--- config.mk ---
export PLATFORM = sky130hd
export DESIGN_NAME = memory_bus_top
export DESIGN_NICKNAME = d
export VERILOG_FILES = /design/src/verilog/mem_bus_pkg.sv /design/src/verilog/mem_req_pkg.sv /design/src/verilog/avalon_burst_master.sv /design/src/verilog/burst_planner.sv /design/src/verilog/mem_request_arbiter.sv /design/src/verilog/memory_bus_top.sv /design/src/verilog/read_data_aligner.sv
export SDC_FILE = /design/constraint.sdc
export NUM_CORES = 1
export LEC_CHECK = 0
export BUFFER_PORTS_ARGS = -buffer_cell sky130_fd_sc_hd__buf_2
export CORE_UTILIZATION = 61
export DETAILED_ROUTE_END_ITERATION = 16
export GPL_TIMING_DRIVEN = 0
export PLACE_DENSITY = 0.9
export SLEW_MARGIN = 20
export SYNTH_ARGS = -nofsm -noshare
export SYNTH_HDL_FRONTEND = slang
export SYNTH_HIERARCHICAL = 1
export SYNTH_SLANG_ARGS = --single-unit
--- constraint.sdc ---
create_clock -name clk -period 8.5 [get_ports clk]
set_input_delay 0.85 -clock clk [delete_from_list [all_inputs] [get_ports clk]]
set_output_delay 0.85 -clock clk [all_outputs]
set_load 0.005 [all_outputs]
--- src/verilog/mem_bus_pkg.sv ---
// Avalon bus widths: dword, byte enables, dword address, burst count, read beat buffer

package mem_bus_pkg;

    // ----------------------------------------
    // bus side words
    // ----------------------------------------
    typedef logic [31:0] dword_t;          // one data beat
    typedef logic [3:0]  byteen_t;         // enables of one dword
    typedef logic [29:0] dword_addr_t;     // byte address bits 31:2

    // ----------------------------------------
    // bursts
    // ----------------------------------------
    typedef logic [3:0]  beat_count_t;     // avalon burstcount
    typedef logic [95:0] beat_buf_t;       // up to three read beats, beat 0 lowest

    // an 8 byte read at offset 3 spans three dwords
    localparam int MAX_BEATS = 3;

endpackage

--- src/verilog/mem_req_pkg.sv ---
// CPU request types, request and burst command structs, operation enum

package mem_req_pkg;

    // ----------------------------------------
    // cpu port fields
    // ----------------------------------------
    typedef logic [31:0] byte_addr_t;      // physical byte address
    typedef logic [3:0]  read_len_t;       // 1..8 bytes
    typedef logic [2:0]  write_len_t;      // 1..4 bytes
    typedef logic [63:0] qword_t;          // right aligned read result

    typedef enum logic {
        OP_READ  = 1'b0,
        OP_WRITE = 1'b1
    } mem_op_e;

    // ----------------------------------------
    // arbiter -> planner
    // ----------------------------------------
    typedef struct packed {
        mem_op_e             op;
        byte_addr_t          address;
        read_len_t           length;       // write length zero extended
        mem_bus_pkg::dword_t data;         // write data, right aligned
    } mem_req_t;

    // ----------------------------------------
    // planner -> master and aligner
    // ----------------------------------------
    typedef struct packed {
        mem_op_e                  op;
        mem_bus_pkg::dword_addr_t dword_addr;  // first dword of the burst
        mem_bus_pkg::beat_count_t beat_count;
        mem_bus_pkg::byteen_t     byteen_0;    // write beat 0
        mem_bus_pkg::byteen_t     byteen_1;    // write beat 1
        mem_bus_pkg::dword_t      wdata_0;
        mem_bus_pkg::dword_t      wdata_1;
        logic [1:0]               offset;      // byte offset in first dword
        read_len_t                length;
    } burst_cmd_t;

endpackage

--- src/verilog/avalon_burst_master.sv ---
// Avalon burst master: command FSM, write beat stepping, read beat collection
`timescale 1ns/1ns

module avalon_burst_master (
    input  logic                     clk,
    input  logic                     rst_n,

    // planned burst
    input  logic                     cmd_valid,
    input  mem_req_pkg::burst_cmd_t  cmd,

    // avalon master
    output mem_bus_pkg::dword_addr_t avm_address,
    output mem_bus_pkg::dword_t      avm_writedata,
    output mem_bus_pkg::byteen_t     avm_byteenable,
    output mem_bus_pkg::beat_count_t avm_burstcount,
    output logic                     avm_read,
    output logic                     avm_write,
    input  logic                     avm_waitrequest,
    input  logic                     avm_readdatavalid,
    input  mem_bus_pkg::dword_t      avm_readdata,

    // to aligner and arbiter
    output mem_bus_pkg::beat_buf_t   beats,
    output logic                     xfer_done
);

    typedef enum logic [2:0] {
        MST_IDLE,
        MST_READ_CMD,
        MST_READ_DATA,
        MST_WRITE,
        MST_DONE
    } mst_state_e;

    mst_state_e state;

    logic [$clog2(mem_bus_pkg::MAX_BEATS)-1:0] rd_beat;   // next read beat slot
    logic                                      wr_beat;   // 0 or 1, writes are two beats max

    logic issue;
    logic is_read;
    logic wr_accept;
    logic wr_last;
    logic rd_last;

    // ----------------------------------------
    // bus outputs
    // ----------------------------------------
    // command goes out in the cmd_valid cycle, no extra register stage
    assign issue   = (state == MST_IDLE) && cmd_valid;
    assign is_read = (cmd.op == mem_req_pkg::OP_READ);

    assign avm_read  = (issue && is_read) || (state == MST_READ_CMD);
    assign avm_write = (issue && !is_read) || (state == MST_WRITE);

    // planner holds cmd for the whole burst
    assign avm_address    = cmd.dword_addr;
    assign avm_burstcount = cmd.beat_count;
    assign avm_writedata  = wr_beat ? cmd.wdata_1 : cmd.wdata_0;
    assign avm_byteenable = is_read ? 4'hF : (wr_beat ? cmd.byteen_1 : cmd.byteen_0);

    assign wr_accept = avm_write && !avm_waitrequest;
    assign wr_last   = mem_bus_pkg::beat_count_t'(wr_beat) == cmd.beat_count - 4'd1;
    assign rd_last   = mem_bus_pkg::beat_count_t'(rd_beat) == cmd.beat_count - 4'd1;

    assign xfer_done = (state == MST_DONE);

    // ----------------------------------------
    // burst FSM
    // ----------------------------------------
    always_ff @(posedge clk or negedge rst_n) begin
        if (!rst_n) begin
            state   <= MST_IDLE;
            rd_beat <= '0;
            wr_beat <= 1'b0;
        end else begin
            case (state)
                MST_IDLE: begin
                    if (cmd_valid) begin
                        if (is_read) begin
                            state <= avm_waitrequest ? MST_READ_CMD : MST_READ_DATA;
                        end else if (wr_accept && wr_last) begin
                            state <= MST_DONE;          // single beat write taken at once
                        end else begin
                            state <= MST_WRITE;
                            if (wr_accept) wr_beat <= 1'b1;
                        end
                    end
                end
                MST_READ_CMD: begin
                    if (!avm_waitrequest) state <= MST_READ_DATA;
                end
                MST_READ_DATA: begin
                    if (avm_readdatavalid) begin
                        if (rd_last) state <= MST_DONE;
                        else         rd_beat <= rd_beat + 1'b1;
                    end
                end
                MST_WRITE: begin
                    if (wr_accept) begin
                        if (wr_last) state <= MST_DONE;
                        else         wr_beat <= 1'b1;
                    end
                end
                default: begin                          // MST_DONE
                    state   <= MST_IDLE;
                    rd_beat <= '0;
                    wr_beat <= 1'b0;
                end
            endcase
        end
    end

    // ----------------------------------------
    // read beat buffer
    // ----------------------------------------
    always_ff @(posedge clk) begin
        if (state == MST_READ_DATA && avm_readdatavalid) begin
            beats[{rd_beat, 5'b00000} +: 32] <= avm_readdata;
        end
    end

endmodule

--- src/verilog/burst_planner.sv ---
// Burst planner: dword address, beat count, byte enables, shifted write dwords
`timescale 1ns/1ns

module burst_planner (
    input  logic                    clk,
    input  logic                    rst_n,

    input  logic                    req_valid,
    input  mem_req_pkg::mem_req_t   req,

    output logic                    cmd_valid,
    output mem_req_pkg::burst_cmd_t cmd
);

    logic [1:0]                offset;
    logic [3:0]                span;         // offset + length, up to 11
    mem_bus_pkg::beat_count_t  beat_count;
    logic [7:0]                byte_mask;    // enables over two dwords
    logic [63:0]               shifted_data;

    // ----------------------------------------
    // burst shape
    // ----------------------------------------
    assign offset = req.address[1:0];
    assign span   = {2'b00, offset} + req.length;

    // ceiling of span / 4
    assign beat_count = (span + 4'd3) >> 2;

    // ----------------------------------------
    // write lanes
    // ----------------------------------------
    // length ones moved up to the first addressed byte
    assign byte_mask    = ((8'd1 << req.length) - 8'd1) << offset;
    assign shifted_data = {32'd0, req.data} << {offset, 3'b000};

    always_ff @(posedge clk or negedge rst_n) begin
        if (!rst_n) begin
            cmd_valid <= 1'b0;
        end else begin
            cmd_valid <= req_valid;
        end
    end

    // command stays put until the next request
    always_ff @(posedge clk) begin
        if (req_valid) begin
            cmd.op         <= req.op;
            cmd.dword_addr <= req.address[31:2];
            cmd.beat_count <= beat_count;
            cmd.byteen_0   <= byte_mask[3:0];
            cmd.byteen_1   <= byte_mask[7:4];
            cmd.wdata_0    <= shifted_data[31:0];
            cmd.wdata_1    <= shifted_data[63:32];
            cmd.offset     <= offset;
            cmd.length     <= req.length;
        end
    end

endmodule

--- src/verilog/mem_request_arbiter.sv ---
// Request arbiter: read/write port select, request register, done pulses
`timescale 1ns/1ns

module mem_request_arbiter #(
    parameter bit WRITE_FIRST = 1'b1
) (
    input  logic                    clk,
    input  logic                    rst_n,

    // cpu read port
    input  logic                    read_do,
    input  mem_req_pkg::byte_addr_t read_address,
    input  mem_req_pkg::read_len_t  read_length,
    output logic                    read_done,

    // cpu write port
    input  logic                    write_do,
    input  mem_req_pkg::byte_addr_t write_address,
    input  mem_req_pkg::write_len_t write_length,
    input  mem_bus_pkg::dword_t     write_data,
    output logic                    write_done,

    // burst path
    input  logic                    xfer_done,
    output logic                    req_valid,
    output mem_req_pkg::mem_req_t   req
);

    typedef enum logic [1:0] {
        ARB_IDLE,
        ARB_BUSY,
        ARB_DONE,
        ARB_REST
    } arb_state_e;

    arb_state_e state;
    logic       pick_write;
    logic       pick_read;

    // ----------------------------------------
    // port select
    // ----------------------------------------
    assign pick_write = write_do && (WRITE_FIRST || !read_do);
    assign pick_read  = read_do && !pick_write;

    always_ff @(posedge clk or negedge rst_n) begin
        if (!rst_n) begin
            state     <= ARB_IDLE;
            req_valid <= 1'b0;
        end else begin
            req_valid <= 1'b0;
            case (state)
                ARB_IDLE: begin
                    if (pick_write || pick_read) begin
                        state     <= ARB_BUSY;
                        req_valid <= 1'b1;          // one cycle strobe
                    end
                end
                ARB_BUSY: begin
                    if (xfer_done) state <= ARB_DONE;
                end
                ARB_DONE: state <= ARB_REST;        // do still high here
                default:  state <= ARB_IDLE;        // do dropped by now
            endcase
        end
    end

    // ----------------------------------------
    // request register
    // ----------------------------------------
    always_ff @(posedge clk) begin
        if (state == ARB_IDLE && pick_write) begin
            req.op      <= mem_req_pkg::OP_WRITE;
            req.address <= write_address;
            req.length  <= mem_req_pkg::read_len_t'(write_length);
            req.data    <= write_data;
        end else if (state == ARB_IDLE && pick_read) begin
            req.op      <= mem_req_pkg::OP_READ;
            req.address <= read_address;
            req.length  <= read_length;
            req.data    <= '0;
        end
    end

    // done follows the held op
    assign read_done  = (state == ARB_DONE) && (req.op == mem_req_pkg::OP_READ);
    assign write_done = (state == ARB_DONE) && (req.op == mem_req_pkg::OP_WRITE);

endmodule

--- src/verilog/memory_bus_top.sv ---
// Memory bus top level: arbiter, burst planner, Avalon master, read aligner
`timescale 1ns/1ns

module memory_bus_top #(
    parameter bit WRITE_FIRST = 1'b1
) (
    input  logic                     clk,
    input  logic                     rst_n,

    // cpu read port
    input  logic                     read_do,
    input  mem_req_pkg::byte_addr_t  read_address,
    input  mem_req_pkg::read_len_t   read_length,
    output logic                     read_done,
    output mem_req_pkg::qword_t      read_data,

    // cpu write port
    input  logic                     write_do,
    input  mem_req_pkg::byte_addr_t  write_address,
    input  mem_req_pkg::write_len_t  write_length,
    input  mem_bus_pkg::dword_t      write_data,
    output logic                     write_done,

    // avalon master
    output mem_bus_pkg::dword_addr_t avm_address,
    output mem_bus_pkg::dword_t      avm_writedata,
    output mem_bus_pkg::byteen_t     avm_byteenable,
    output mem_bus_pkg::beat_count_t avm_burstcount,
    output logic                     avm_read,
    output logic                     avm_write,
    input  logic                     avm_waitrequest,
    input  logic                     avm_readdatavalid,
    input  mem_bus_pkg::dword_t      avm_readdata
);

    logic                    req_valid;
    mem_req_pkg::mem_req_t   req;
    logic                    cmd_valid;
    mem_req_pkg::burst_cmd_t cmd;
    mem_bus_pkg::beat_buf_t  beats;
    logic                    xfer_done;

    // ----------------------------------------
    // input side
    // ----------------------------------------
    mem_request_arbiter #(
        .WRITE_FIRST    (WRITE_FIRST)
    ) i_mem_request_arbiter (
        .clk            (clk),
        .rst_n          (rst_n),
        .read_do        (read_do),
        .read_address   (read_address),
        .read_length    (read_length),
        .read_done      (read_done),        //output
        .write_do       (write_do),
        .write_address  (write_address),
        .write_length   (write_length),
        .write_data     (write_data),
        .write_done     (write_done),       //output
        .xfer_done      (xfer_done),
        .req_valid      (req_valid),        //output
        .req            (req)               //output mem_req_t
    );

    burst_planner i_burst_planner (
        .clk            (clk),
        .rst_n          (rst_n),
        .req_valid      (req_valid),
        .req            (req),
        .cmd_valid      (cmd_valid),        //output
        .cmd            (cmd)               //output burst_cmd_t
    );

    // ----------------------------------------
    // output side
    // ----------------------------------------
    avalon_burst_master i_avalon_burst_master (
        .clk                (clk),
        .rst_n              (rst_n),
        .cmd_valid          (cmd_valid),
        .cmd                (cmd),
        .avm_address        (avm_address),
        .avm_writedata      (avm_writedata),
        .avm_byteenable     (avm_byteenable),
        .avm_burstcount     (avm_burstcount),
        .avm_read           (avm_read),
        .avm_write          (avm_write),
        .avm_waitrequest    (avm_waitrequest),
        .avm_readdatavalid  (avm_readdatavalid),
        .avm_readdata       (avm_readdata),
        .beats              (beats),            //output [95:0]
        .xfer_done          (xfer_done)         //output
    );

    read_data_aligner i_read_data_aligner (
        .clk            (clk),
        .rst_n          (rst_n),
        .xfer_done      (xfer_done),
        .cmd            (cmd),
        .beats          (beats),
        .read_data      (read_data)         //output [63:0]
    );

endmodule

--- src/verilog/read_data_aligner.sv ---
// Read data aligner: byte extraction from read beats into the 64-bit result
`timescale 1ns/1ns

module read_data_aligner (
    input  logic                    clk,
    input  logic                    rst_n,

    input  logic                    xfer_done,
    input  mem_req_pkg::burst_cmd_t cmd,
    input  mem_bus_pkg::beat_buf_t  beats,

    output mem_req_pkg::qword_t     read_data
);

    mem_bus_pkg::beat_buf_t aligned;     // first wanted byte at bit 0
    mem_req_pkg::qword_t    trimmed;

    // ----------------------------------------
    // shift and trim
    // ----------------------------------------
    always_comb begin
        aligned = beats >> {cmd.offset, 3'b000};
        for (int i = 0; i < 8; i++) begin
            trimmed[i*8 +: 8] = (i < cmd.length) ? aligned[i*8 +: 8] : 8'h00;
        end
    end

    // held until the next read completes
    always_ff @(posedge clk or negedge rst_n) begin
        if (!rst_n) begin
            read_data <= '0;
        end else if (xfer_done && cmd.op == mem_req_pkg::OP_READ) begin
            read_data <= trimmed;
        end
    end

endmodule
### Word-level counts from Yosys, hierarchy flattened

Index checks and enable logic that the tools add are counted.

| word-level totals | value |
|---|---|
| register bits | 350 |
| input bits | 141 |
| output and inout bits | 138 |
| word-level logic and storage cells | 132 |

| cells by class | value |
|---|---|
| $add $sub $neg | 6 |
| $lt $le $gt $ge | 8 |
| equality and inequality tests | 21 |
| shifts and indexed selects | 6 |
| mux-type cells | 39 |
| bitwise gates (word level) | 4 |
| reduce and logical (&&, ||, !) cells | 26 |

Operators by type and width:

| cell | number |
|---|---|
| $mux 68 | 2 |
| $bwmux 96 | 1 |
| $shift 32x9->96 const A | 1 |
| $shiftx 32x9->96 | 1 |
| $shr 96x5->64 | 1 |
| $mux 8 | 8 |
| $shl 32x5->64 | 1 |
| $mux 32 | 1 |
| $mux 3 | 8 |
| $lt 3x4->1 const A | 4 |
| $ne 2x2->1 const B | 7 |
| $logic_and 1x1->1 | 12 |
| $ne 2x1->1 const B | 6 |
| $pmux 3 s4 | 1 |
| $mux 2 | 5 |
| $neg 7->9 | 1 |
| $lt 1x4->1 const A | 2 |
| $lt 2x4->1 const A | 2 |
| $mux 1 | 8 |
| $mux 4 | 2 |
| $shl 1x4->8 const A | 1 |
| $shl 8x2->8 | 1 |
| $sub 8x1->8 const B | 1 |
| $reduce_and 7->1 | 1 |
| 25 further kinds | 32 |

### Longest topological paths before layout

Gate-level depths: netlist (run 1).

| depth | value |
|---|---|
| depth in word-level cells | 10 |
| gate-level depth with buffers | 9 |
| gate-level depth less buffers | 7 |

### Hierarchy

Netlist (run 1), hierarchy kept.

By module, submodules not included:

| module | times used | cells each | area each (um2) | sequential area each (um2) |
|---|---|---|---|---|
| avalon_burst_master | 1 | 361 | 4854.7 | 3032.9 |
| burst_planner | 1 | 294 | 4435.5 | 3118.0 |
| read_data_aligner | 1 | 231 | 3888.7 | 1601.5 |
| mem_request_arbiter | 1 | 176 | 2909.0 | 2127.0 |

### Least setup slack after synthesis (run 1)

OpenSTA, ideal clock, no wires.

| timing | value |
|---|---|
| path type | input-to-reg |
| from | input write_do |
| to | register i_mem_request_arbiter/req[0] (netlist name) |
| library setup time | 437 ps |
| data arrival time | 2827 ps |
| required time | 8063 ps |
| setup slack | 5236 ps |
| stages | 3 |
| path buffers | 1 |
| cells stage by stage | and2_1 buf_2 nand2b_1 |

| on the way | value |
|---|---|
| cells in the longest elaborated chain, start to end | 4 |
| elaborated cells between the ends (all ways) | 5 |
| those cells by class | reduce/logical (5) |

RTL lines:

| item | RTL line | source |
|---|---|---|
| from (decl) | memory_bus_top.sv:18 | `input logic write_do,` |
| $logic_not 1->1 | mem_request_arbiter.sv:44 | `assign pick_read = read_do && !pick_write;` |
| $logic_and 1x1->1 | mem_request_arbiter.sv:44 |  |
| $logic_and 1x1->1 | mem_request_arbiter.sv:77 | `end else if (state == ARB_IDLE && pick_read) begin` |
| $reduce_bool 2->1 (no line) * | -- |  |

Mark *: on every way between the ends. The rest lies on a longest branch, timed or not.
A chain may end at the register's enable or synchronous reset.

### Worst setup path after layout (run 1)

| timing | value |
|---|---|
| from | register i_avalon_burst_master.wr_beat |
| to | output avm_writedata[8] |

| on the way | value |
|---|---|
| cells in the longest elaborated chain, start to end | 1 |

RTL lines:

| item | RTL line | source |
|---|---|---|
| from (decl) | avalon_burst_master.sv:39 | `logic wr_beat;` |
| from (signal assigned) | avalon_burst_master.sv:76 | `wr_beat <= 1'b0;` |
| from (signal assigned) | avalon_burst_master.sv:87 | `if (wr_accept) wr_beat <= 1'b1;` |
| from (signal assigned) | avalon_burst_master.sv:103 | `else wr_beat <= 1'b1;` |
| $mux 32 | avalon_burst_master.sv:60 | `assign avm_writedata = wr_beat ? cmd.wdata_1 : cmd.wdata_0;` |
| to (decl) | memory_bus_top.sv:26 | `output mem_bus_pkg::dword_t avm_writedata,` |

No other way between the ends.

==> impl_results.md, run 1 <==
- Outcome: completed
- Mapped Cells: 1046
- Max clock buf depth: 3
- # H-tree levels: 2
- Post-cts resize count: 0
- Sw Ratio: 32.2%
- Total grt overflow: 0
- Port Buffer Count: 276
- Crit Path Category: reg2out
- Core area: 0.0253 mm2
- Number of setup violations in the final report: 0
- Pwr per Cell Area: 328 mW/mm2
- Data required, critical path: 7.65 ns
- Minimum hold slack: 0.217 ns
- Post-DRT Antenna Nets: 0
- Clock Power Share: 23.5%
- VDD IR max: 0.235 mV
- Placed Area: 0.0177 mm2
- Die height: 163 um
- Setup total negative slack: 0 ns
- P_int: 0.00419 W
- Die Wd: 163 um
- Tot GR Track Use: 30.6%
- Ratio of cells with drive above 1 in the final layout: 38.1%
- Initial antenna violation count: 1
- Post CTS Setup Buffer Count: 0
- Root Driver: clkbuf_16
- Path category of the worst min-delay check: in2async
- Clock period minus worst slack: 3.17 ns
- Crit path arrival time: 2.32 ns
- Number of global-route vias before repair: 10800
- CP Launch Point: i_avalon_burst_master/wr_beat
- Worst-path maximum fanout: 10
- Largest net degree at the start of global routing: 58
- Worst Setup Start Kind: flip-flop
- TritonRoute pass-1 iters: 6
- Clock slew at reported path FFs: 0.06 ns
- Clock tree from TritonCTS: done
- Max transition margin: 20.1%
- Worst Max-Slew Pin Slew: 1.20 ns
- Initial core utilization: 62.4%
- Switch Pwr: 0.00199 W
- DR vias/cell: 6.30
- Fin util: 74.3%
- Post-Route WL: 40500 um
- Filler Cells Inserted: 1489
- DRT iter0 DRCs: 1379
- R2R Path Start: i_avalon_burst_master/state[2]
- Layout area overhead: 19.2%
- WL/cell: 23.4 um
- Final-report hold violation count: 0
- Final setup skew: 0.0258 ns
- Fmax: 0.316 GHz
- Nets: 1526
- Clock sink count: 334
- CP endpoint kind: output port
- Comb power frac: 33.6%
- Synth Area per Inst: 15.1 um2
- Vias post-DR: 10900
- Drt drc: 0
- Place WS: 5.89 ns
- RSZ-0062 raised after global routing: no
- Seq pwr share: 42.9%
- Post-CTS Hold Fix Bufs: 0
- DIE AREA: 0.0265 mm2
- Later-pin clock latency in the skew report: 0.52 ns
- Fin area: 0.0188 mm2
- Hpwl dp: 28200 um
- Pins over their slew limit: 0
- Global-route wire length before repair: 60500 um
- I/O pin cnt: 279
- Leak: 7.89 nW
- Synth warn: 6
- Cell Area, Synth: 0.0158 mm2
- Final Cycle Share: 37.3%
- MaxCap Viol Count: 0
- Total CTS buffers: 36
- FP Rows: 58
- Final worst slack: 5.33 ns
- Final Wtd Congestion: 0.895
## power groups by stage
stage                     clock network, W  logic (W)  registers (W)
final                              0.00145    0.00208        0.00265
after global routing               0.00152    0.00221        0.00269
after CTS                          0.00146    0.00206        0.00265
after detailed placement                 0    0.00202        0.00267
after global placement                   0    0.00188        0.00270
after floorplan                          0    0.00130        0.00263
## worst paths after layout
check	end	slack, ns	depth (start not counted)
max in group asynchronous	i_mem_request_arbiter/req_valid	7.68	2
min in group clk	i_burst_planner/cmd[84]	0.41	0
worst min-delay path	i_avalon_burst_master/rd_beat[1]	0.22	1
worst max register to register	i_read_data_aligner/read_data[5]	5.71	7
worst min register to register	i_burst_planner/cmd[84]	0.41	0
worst max-delay path	avm_writedata[8]	5.33	4
## worst max-delay path, stage by stage (launching register included)
cell and delay [ns]:
dfrtp_1 0.36, clkbuf_1 0.46, buf_2 0.42, mux2_2 0.41, buf_2 0.14
## cell usage in the layout (no fill, tap or decap), drive strengths merged, types with 6 or more instances in the layout
cell,count
buf,368
edfxtp,258
o21ai,14
mux2i,32
inv,19
nor2,52
ha,11
mux4,64
nand2b,7
nor3,6
and2,103
clkinv,12
clkbuf,76
nand2,24
dfrtp,74
conb,10
and3,40
a21oi,25
a22o,108
mux2,45
## routing by layer
layer  track usage [%]  vias to the layer above  wire length [um]
met5                 0                        -                 0
met4              13.4                        0              1820
met3              5.65                      151              4020
met2              52.5                      818             20400
met1              37.9                     5311             14300
li1                  -                     4611                 -
## flip-flops by register name (all words and copies together) (netlist names)
signal,flops
i_avalon_burst_master/beats,88
i_avalon_burst_master/rd_beat,2
i_avalon_burst_master/state,3
i_avalon_burst_master/wr_beat,1
i_burst_planner/cmd,103
i_burst_planner/cmd_valid,1
i_mem_request_arbiter/req,69
i_mem_request_arbiter/req_valid,1
i_mem_request_arbiter/state,2
i_read_data_aligner/read_data,64
## area by class of cell
cell class / instances / area [um2] / area share, %
clock buffer: 48 / 966 / 5.13
tap: 330 / 413 / 2.19
multi-input combinational: 587 / 5320 / 28.2
sequential: 334 / 9640 / 51.2
antenna: 1 / 2.50 / 0.0133
timing repair buffer: 280 / 1490 / 7.90
inverter: 18 / 67.6 / 0.359
clock inverter: 14 / 110 / 0.585
buffer: 116 / 821 / 4.36
## through the flow
stage          total power, W  cells
2_1_floorplan         0.00393   1055
3_3_place_gp          0.00457   1661
3_5_place_dp          0.00469   1665
4_1_cts               0.00616   1727
5_1_grt               0.00642   1727
6_report              0.00618   1728
Power figures use the tool's default switching activity.
==> run 2: changes to the inputs <==
Settings changed: CORE_UTILIZATION 61 to 51, PLACE_DENSITY 0.9 to 0.81.
Clock period 8.5 ns to 2.8 ns, I/O delays scaled along.
==> impl_results.md, run 2 (same netlist as run 1, synthesis figures left out) <==
- WL/cell: 21.2 um
- Post-Place Cells: 1730
- Total CTS buffers: 36
- Pins over their slew limit: 0
- Vias post-DR: 10400
- # H-tree levels: 2
- Routed wl met2: 19100 um
- FP Rows: 64
- Outcome: completed
- P_int: 0.0129 W
- Global-route wire length before repair: 56900 um
- Worst Max-Slew Pin Slew: 1.13 ns
- Post-Route WL: 38200 um
- DR vias/cell: 5.81
- Max incr delay on CP: 0.87 ns
- Final Cycle Share: 96.0%
- Slowest cell on crit path: a21oi_1
- N_diodes: 0
- I/O pin cnt: 279
- Number of setup violations in the final report: 0
- Clock tree from TritonCTS: done
- Comb power frac: 32.9%
- Setup total negative slack: 0 ns
- Clock sink count: 334
- Crit Path Category: reg2reg
- Total grt overflow: 0
- Core area: 0.0305 mm2
- Pwr per Cell Area: 990 mW/mm2
- Largest net degree at the start of global routing: 66
- CP delay by family, top: compound AO/OA/AOI/OAI gates
- TritonRoute pass-1 iters: 7
- CP endpoint kind: flip-flop
- Hpwl dp: 27700 um
- Max transition margin: 24.5%
- Initial core utilization: 51.8%
- Most frequent cells in the layout: buf_2 (294), edfxtp_1 (258), a22o_1 (108), and2_1 (100), dfrtp_1 (73)
- Max clock buf depth: 3
- MaxCap Viol Count: 0
- Final setup skew: 0.0254 ns
- Highest metal used: met4
- Largest registers: i_burst_planner/cmd: 103 flops, i_avalon_burst_master/beats: 88 flops, i_mem_request_arbiter/req: 69 flops
- Layout area overhead: 20.1%
- Port Buffer Count: 276
- R2R setup slack: 0.11 ns
- Clock period minus worst slack: 2.69 ns
- Minimum hold slack: 0.0499 ns
- Leak: 7.92 nW
- Post-DRT Antenna Nets: 0
- Final-report hold violation count: 0
- Seq pwr share: 42.4%
- Root Driver: clkbuf_16
- Drt drc: 0
- Commonest non-fill, non-tap cell in the layout: buf_2
- Die height: 178 um
- Clock slew at reported path FFs: 0.06 ns
- Clock Power Share: 24.7%
- Post CTS Setup Buffer Count: 0
- Critical Path, Cell by Cell: clkbuf_1, inv_1, nor2_1, nand2b_1, buf_2, a21oi_1, a22o_1
- Tot GR Track Use: 23.9%
- DRT iter0 DRCs: 854
- Nets: 1526
- Die Wd: 178 um
- Worst Setup Start Kind: flip-flop
- Number of global-route vias before repair: 10100
- Initial antenna violation count: 0
- Final Wtd Congestion: 0.903
- Sw Ratio: 31.3%
- Post-Layout Cell Count: 1796
- Ratio of cells with drive above 1 in the final layout: 38.1%
- Worst-path maximum fanout: 9
- Crit path arrival time: 3.13 ns
- WL met1: 14900 um
- Switch Pwr: 0.00587 W
- VDD IR max: 0.691 mV
- DIE AREA: 0.0317 mm2
- CP bufs+invs: 3
- Fmax: 0.372 GHz
- Data required, critical path: 3.24 ns
- Path category of the worst min-delay check: in2reg
- RSZ-0062 raised after global routing: no
- Most flops, register: i_burst_planner/cmd
- Later-pin clock latency in the skew report: 0.53 ns
- WL met3: 3130 um
- Max reg flops: 103
[run 2: cell types whose count changed in the layout (fill, tap and decap cells not counted)]
cell	delta
buf_16	-1
clkbuf_1	+1
clkbuf_8	+7
clkinv_1	-1
clkinv_2	-5
clkinv_4	-1
clkinvlp_4	+1
diode_2	-1
dlygate4sd3_1	+1
inv_16	+1
[run 2: worst paths after layout]
kind                                                start                                 to  cells past startpoint
setup / recovery           i_avalon_burst_master/state[2]   i_read_data_aligner/read_data[2]                      7
hold / removal                           avm_readdata[24]    i_avalon_burst_master/beats[56]                      2
setup reg to reg           i_avalon_burst_master/state[2]   i_read_data_aligner/read_data[2]                      7
hold reg to reg             i_mem_request_arbiter/req[59]           i_burst_planner/cmd[103]                      0
max in group asynchronous                           rst_n  i_read_data_aligner/read_data[21]                      3
min in group asynchronous                           rst_n      i_avalon_burst_master/wr_beat                      2
[run 2: metal layers]
| layer | GRT usage (%) | vias to the layer above |
|---|---|---|
| met5 | 0 | - |
| met4 | 7.87 | 0 |
| met3 | 4.05 | 84 |
| met2 | 40.9 | 563 |
| met1 | 30.9 | 5171 |
| li1 | - | 4615 |
[run 2: power by group through the flow]
| stage | combinational (W) | sequential (W) | clock [W] |
|---|---|---|---|
| after floorplan | 0.00395 | 0.00794 | 0 |
| after global placement | 0.00575 | 0.00815 | 0 |
| after detailed placement | 0.00613 | 0.00806 | 0 |
| after CTS | 0.00619 | 0.00797 | 0.00470 |
| after global routing | 0.00669 | 0.00811 | 0.00488 |
| final | 0.00619 | 0.00796 | 0.00463 |
[run 2: what timing repair did]
item                                   4_1_cts  5_1_grt
gates resized for setup                      0        0
hold buffers                                 1        0
endpoints found under the hold margin       23        0
[run 2: worst reg2reg max path: cells and delay by family, from the launching register on]
family                 cells  cell delay [ns]
AOI/OAI and AO/OA          2             1.13
buffers and inverters      3             0.71
DFF                        1             0.32
and+or+nand+nor            2             0.47
[run 2: through the flow]
stage | utilization, % | total power (W) | instance area, um2 | worst slack (ns)
floorplan | - | 0.0119 | 15800 | 0.542
global placement | 58.1 | 0.0139 | 17700 | 0.0732
detailed placement | 58.3 | 0.0142 | 17800 | 0.201
CTS | 62.2 | 0.0189 | 19000 | 0.127
global route | 62.2 | 0.0197 | 19000 | 0.00442
finish | 62.2 | 0.0188 | 19000 | 0.112
[run 2: final cells by class]
class	instances	area, um2
fillers	2252	11500
flip-flops and latches	334	9640
multi-input cells	587	5320
repair buffers	280	1470
clock buffers	56	1070
plain buffers	116	821
well taps	396	495
clock inverters	9	100
inverters	18	67.6
==> run 3: changes to the inputs <==
Settings changed: CELL_PAD_IN_SITES_DETAIL_PLACEMENT from default to 1, CELL_PAD_IN_SITES_GLOBAL_PLACEMENT from default to 1, CORE_UTILIZATION 51 to 42, PLACE_DENSITY 0.81 to 0.8.
==> impl_results.md, run 3 (same netlist as run 1, synthesis figures left out) <==
- Die height: 196 um
- GR peak layer: met2
- Port Buffer Count: 276
- Nets: 1545
- N_diodes: 0
- Met2 Resource Use GR: 40.2%
- Data required, critical path: 2.52 ns
- Fin area: 0.0193 mm2
- Worst-path maximum fanout: 10
- Final Cycle Share: 94.4%
- Max reg flops: 103
- Post-DRT Antenna Nets: 0
- Worst Max-Slew Pin Slew: 0.926 ns
- CP endpoint kind: output port
- Post CTS Setup Buffer Count: 0
- Pins over their slew limit: 0
- Initial core utilization: 42.9%
- Drt drc: 0
- Layout area overhead: 22.0%
- Number of setup violations in the final report: 0
- Most frequent cells in the layout: buf_2 (294), edfxtp_1 (258), a22o_1 (108), and2_1 (100), dfrtp_1 (73)
- DIE AREA: 0.0384 mm2
- Global-route wire length before repair: 67300 um
- Hpwl dp: 32400 um
- RSZ-0062 raised after global routing: no
- Initial antenna violation count: 0
- DR vias/cell: 5.61
- Ratio of cells with drive above 1 in the final layout: 37.9%
- Clock sink count: 334
- Crit path arrival time: 2.36 ns
- Final Wtd Congestion: 0.864
- Clock period minus worst slack: 2.64 ns
- Worst Setup Start Kind: flip-flop
- FP Rows: 70
- Final worst slack: 0.157 ns
- Largest net degree at the start of global routing: 55
- Post-Route WL: 44700 um
- # H-tree levels: 2
- Path category of the worst min-delay check: in2reg
- Pwr per Cell Area: 995 mW/mm2
- Core area: 0.0368 mm2
- Clock slew at reported path FFs: 0.06 ns
- Place WS: 0.0371 ns
- Final setup skew: 0.0252 ns
- I/O pin cnt: 279
- Max transition margin: 38.0%
- Placed Area: 0.0179 mm2
- Fin util: 52.4%
- Crit Path Category: reg2out
- WL/cell: 23.6 um
- Tot GR Track Use: 23.4%
- Met1 Usage GRT: 28.8%
- Met3 Resource Use GR: 5.14%
- Total CTS buffers: 37
- Leak: 8.01 nW
- Outcome: completed
- Clock tree from TritonCTS: done
- Most flops, register: i_burst_planner/cmd
- Total grt overflow: 0
- Setup total negative slack: 0 ns
- Root Driver: clkbuf_16
- MaxCap Viol Count: 0
- Die Wd: 196 um
- Later-pin clock latency in the skew report: 0.56 ns
- DRT iter0 DRCs: 588
- TritonRoute pass-1 iters: 5
- Fmax: 0.378 GHz
- Commonest non-fill, non-tap cell in the layout: buf_2
- Final-report hold violation count: 0
- Number of global-route vias before repair: 11200
- Vias post-DR: 10600
- VDD IR max: 0.729 mV
- Largest registers: i_burst_planner/cmd: 103 flops, i_avalon_burst_master/beats: 88 flops, i_mem_request_arbiter/req: 69 flops
- Max clock buf depth: 3
[run 3: power by group]
part,internal [W],switching [W]
clock network,0.00271,0.00201
registers,0.00718,0.000875
logic,0.00306,0.00334
total,0.0130,0.00623
[run 3: worst paths after layout]
path	from	cells after the start	endpoint	slack, ns
worst min register to register	i_mem_request_arbiter/req[41]	0	i_burst_planner/cmd[85]	0.42
max in group asynchronous	rst_n	3	i_mem_request_arbiter/req_valid	1.92
worst min-delay path	avm_readdata[20]	2	i_avalon_burst_master/beats[52]	0.04
min in group asynchronous	rst_n	2	i_read_data_aligner/read_data[2]	0.24
worst max register to register	i_avalon_burst_master/state[2]	8	i_read_data_aligner/read_data[39]	0.16
worst max-delay path	i_avalon_burst_master/wr_beat	4	avm_writedata[8]	0.16
[run 3: per-stage QoR]
step	cells	power [W]	hold WS (ns)
global route	1889	0.0201	0.0144
detailed placement	1804	0.0145	0.287
finish	1889	0.0192	0.0380
global placement	1799	0.0141	0.401
CTS	1889	0.0194	0.00100
floorplan	1055	0.0119	-0.0156
[run 3: timing repair]
action / 4_1_cts / 5_1_grt
endpoints found under the setup margin: 2 / 9
hold buffers: 17 / 0
gates resized for setup: 1 / 3
endpoints found under the hold margin: 52 / 0
[run 3: layout make-up]
class	instances	area, um2
clock inverters	20	164
multi-input cells	587	5330
inverters	18	67.6
well taps	468	586
fillers	3684	17500
clock buffers	48	997
flip-flops and latches	334	9640
plain buffers	116	821
repair buffers	298	1670
[run 3: metal layers]
| metal | share of wire (%) | vias up | routed length (um) |
|---|---|---|---|
| li1 | - | 4652 | - |
| met1 | 39 | 5339 | 17500 |
| met2 | 50 | 502 | 22400 |
| met3 | 7.3 | 109 | 3270 |
| met4 | 3.4 | 0 | 1510 |
| met5 | 0 | - | 0 |
[run 3: critical path: stages (launching register included)]
cell      delay (ns)
dfrtp_1         0.36
clkbuf_1        0.48
buf_2           0.41
mux2_2          0.41
buf_2           0.14
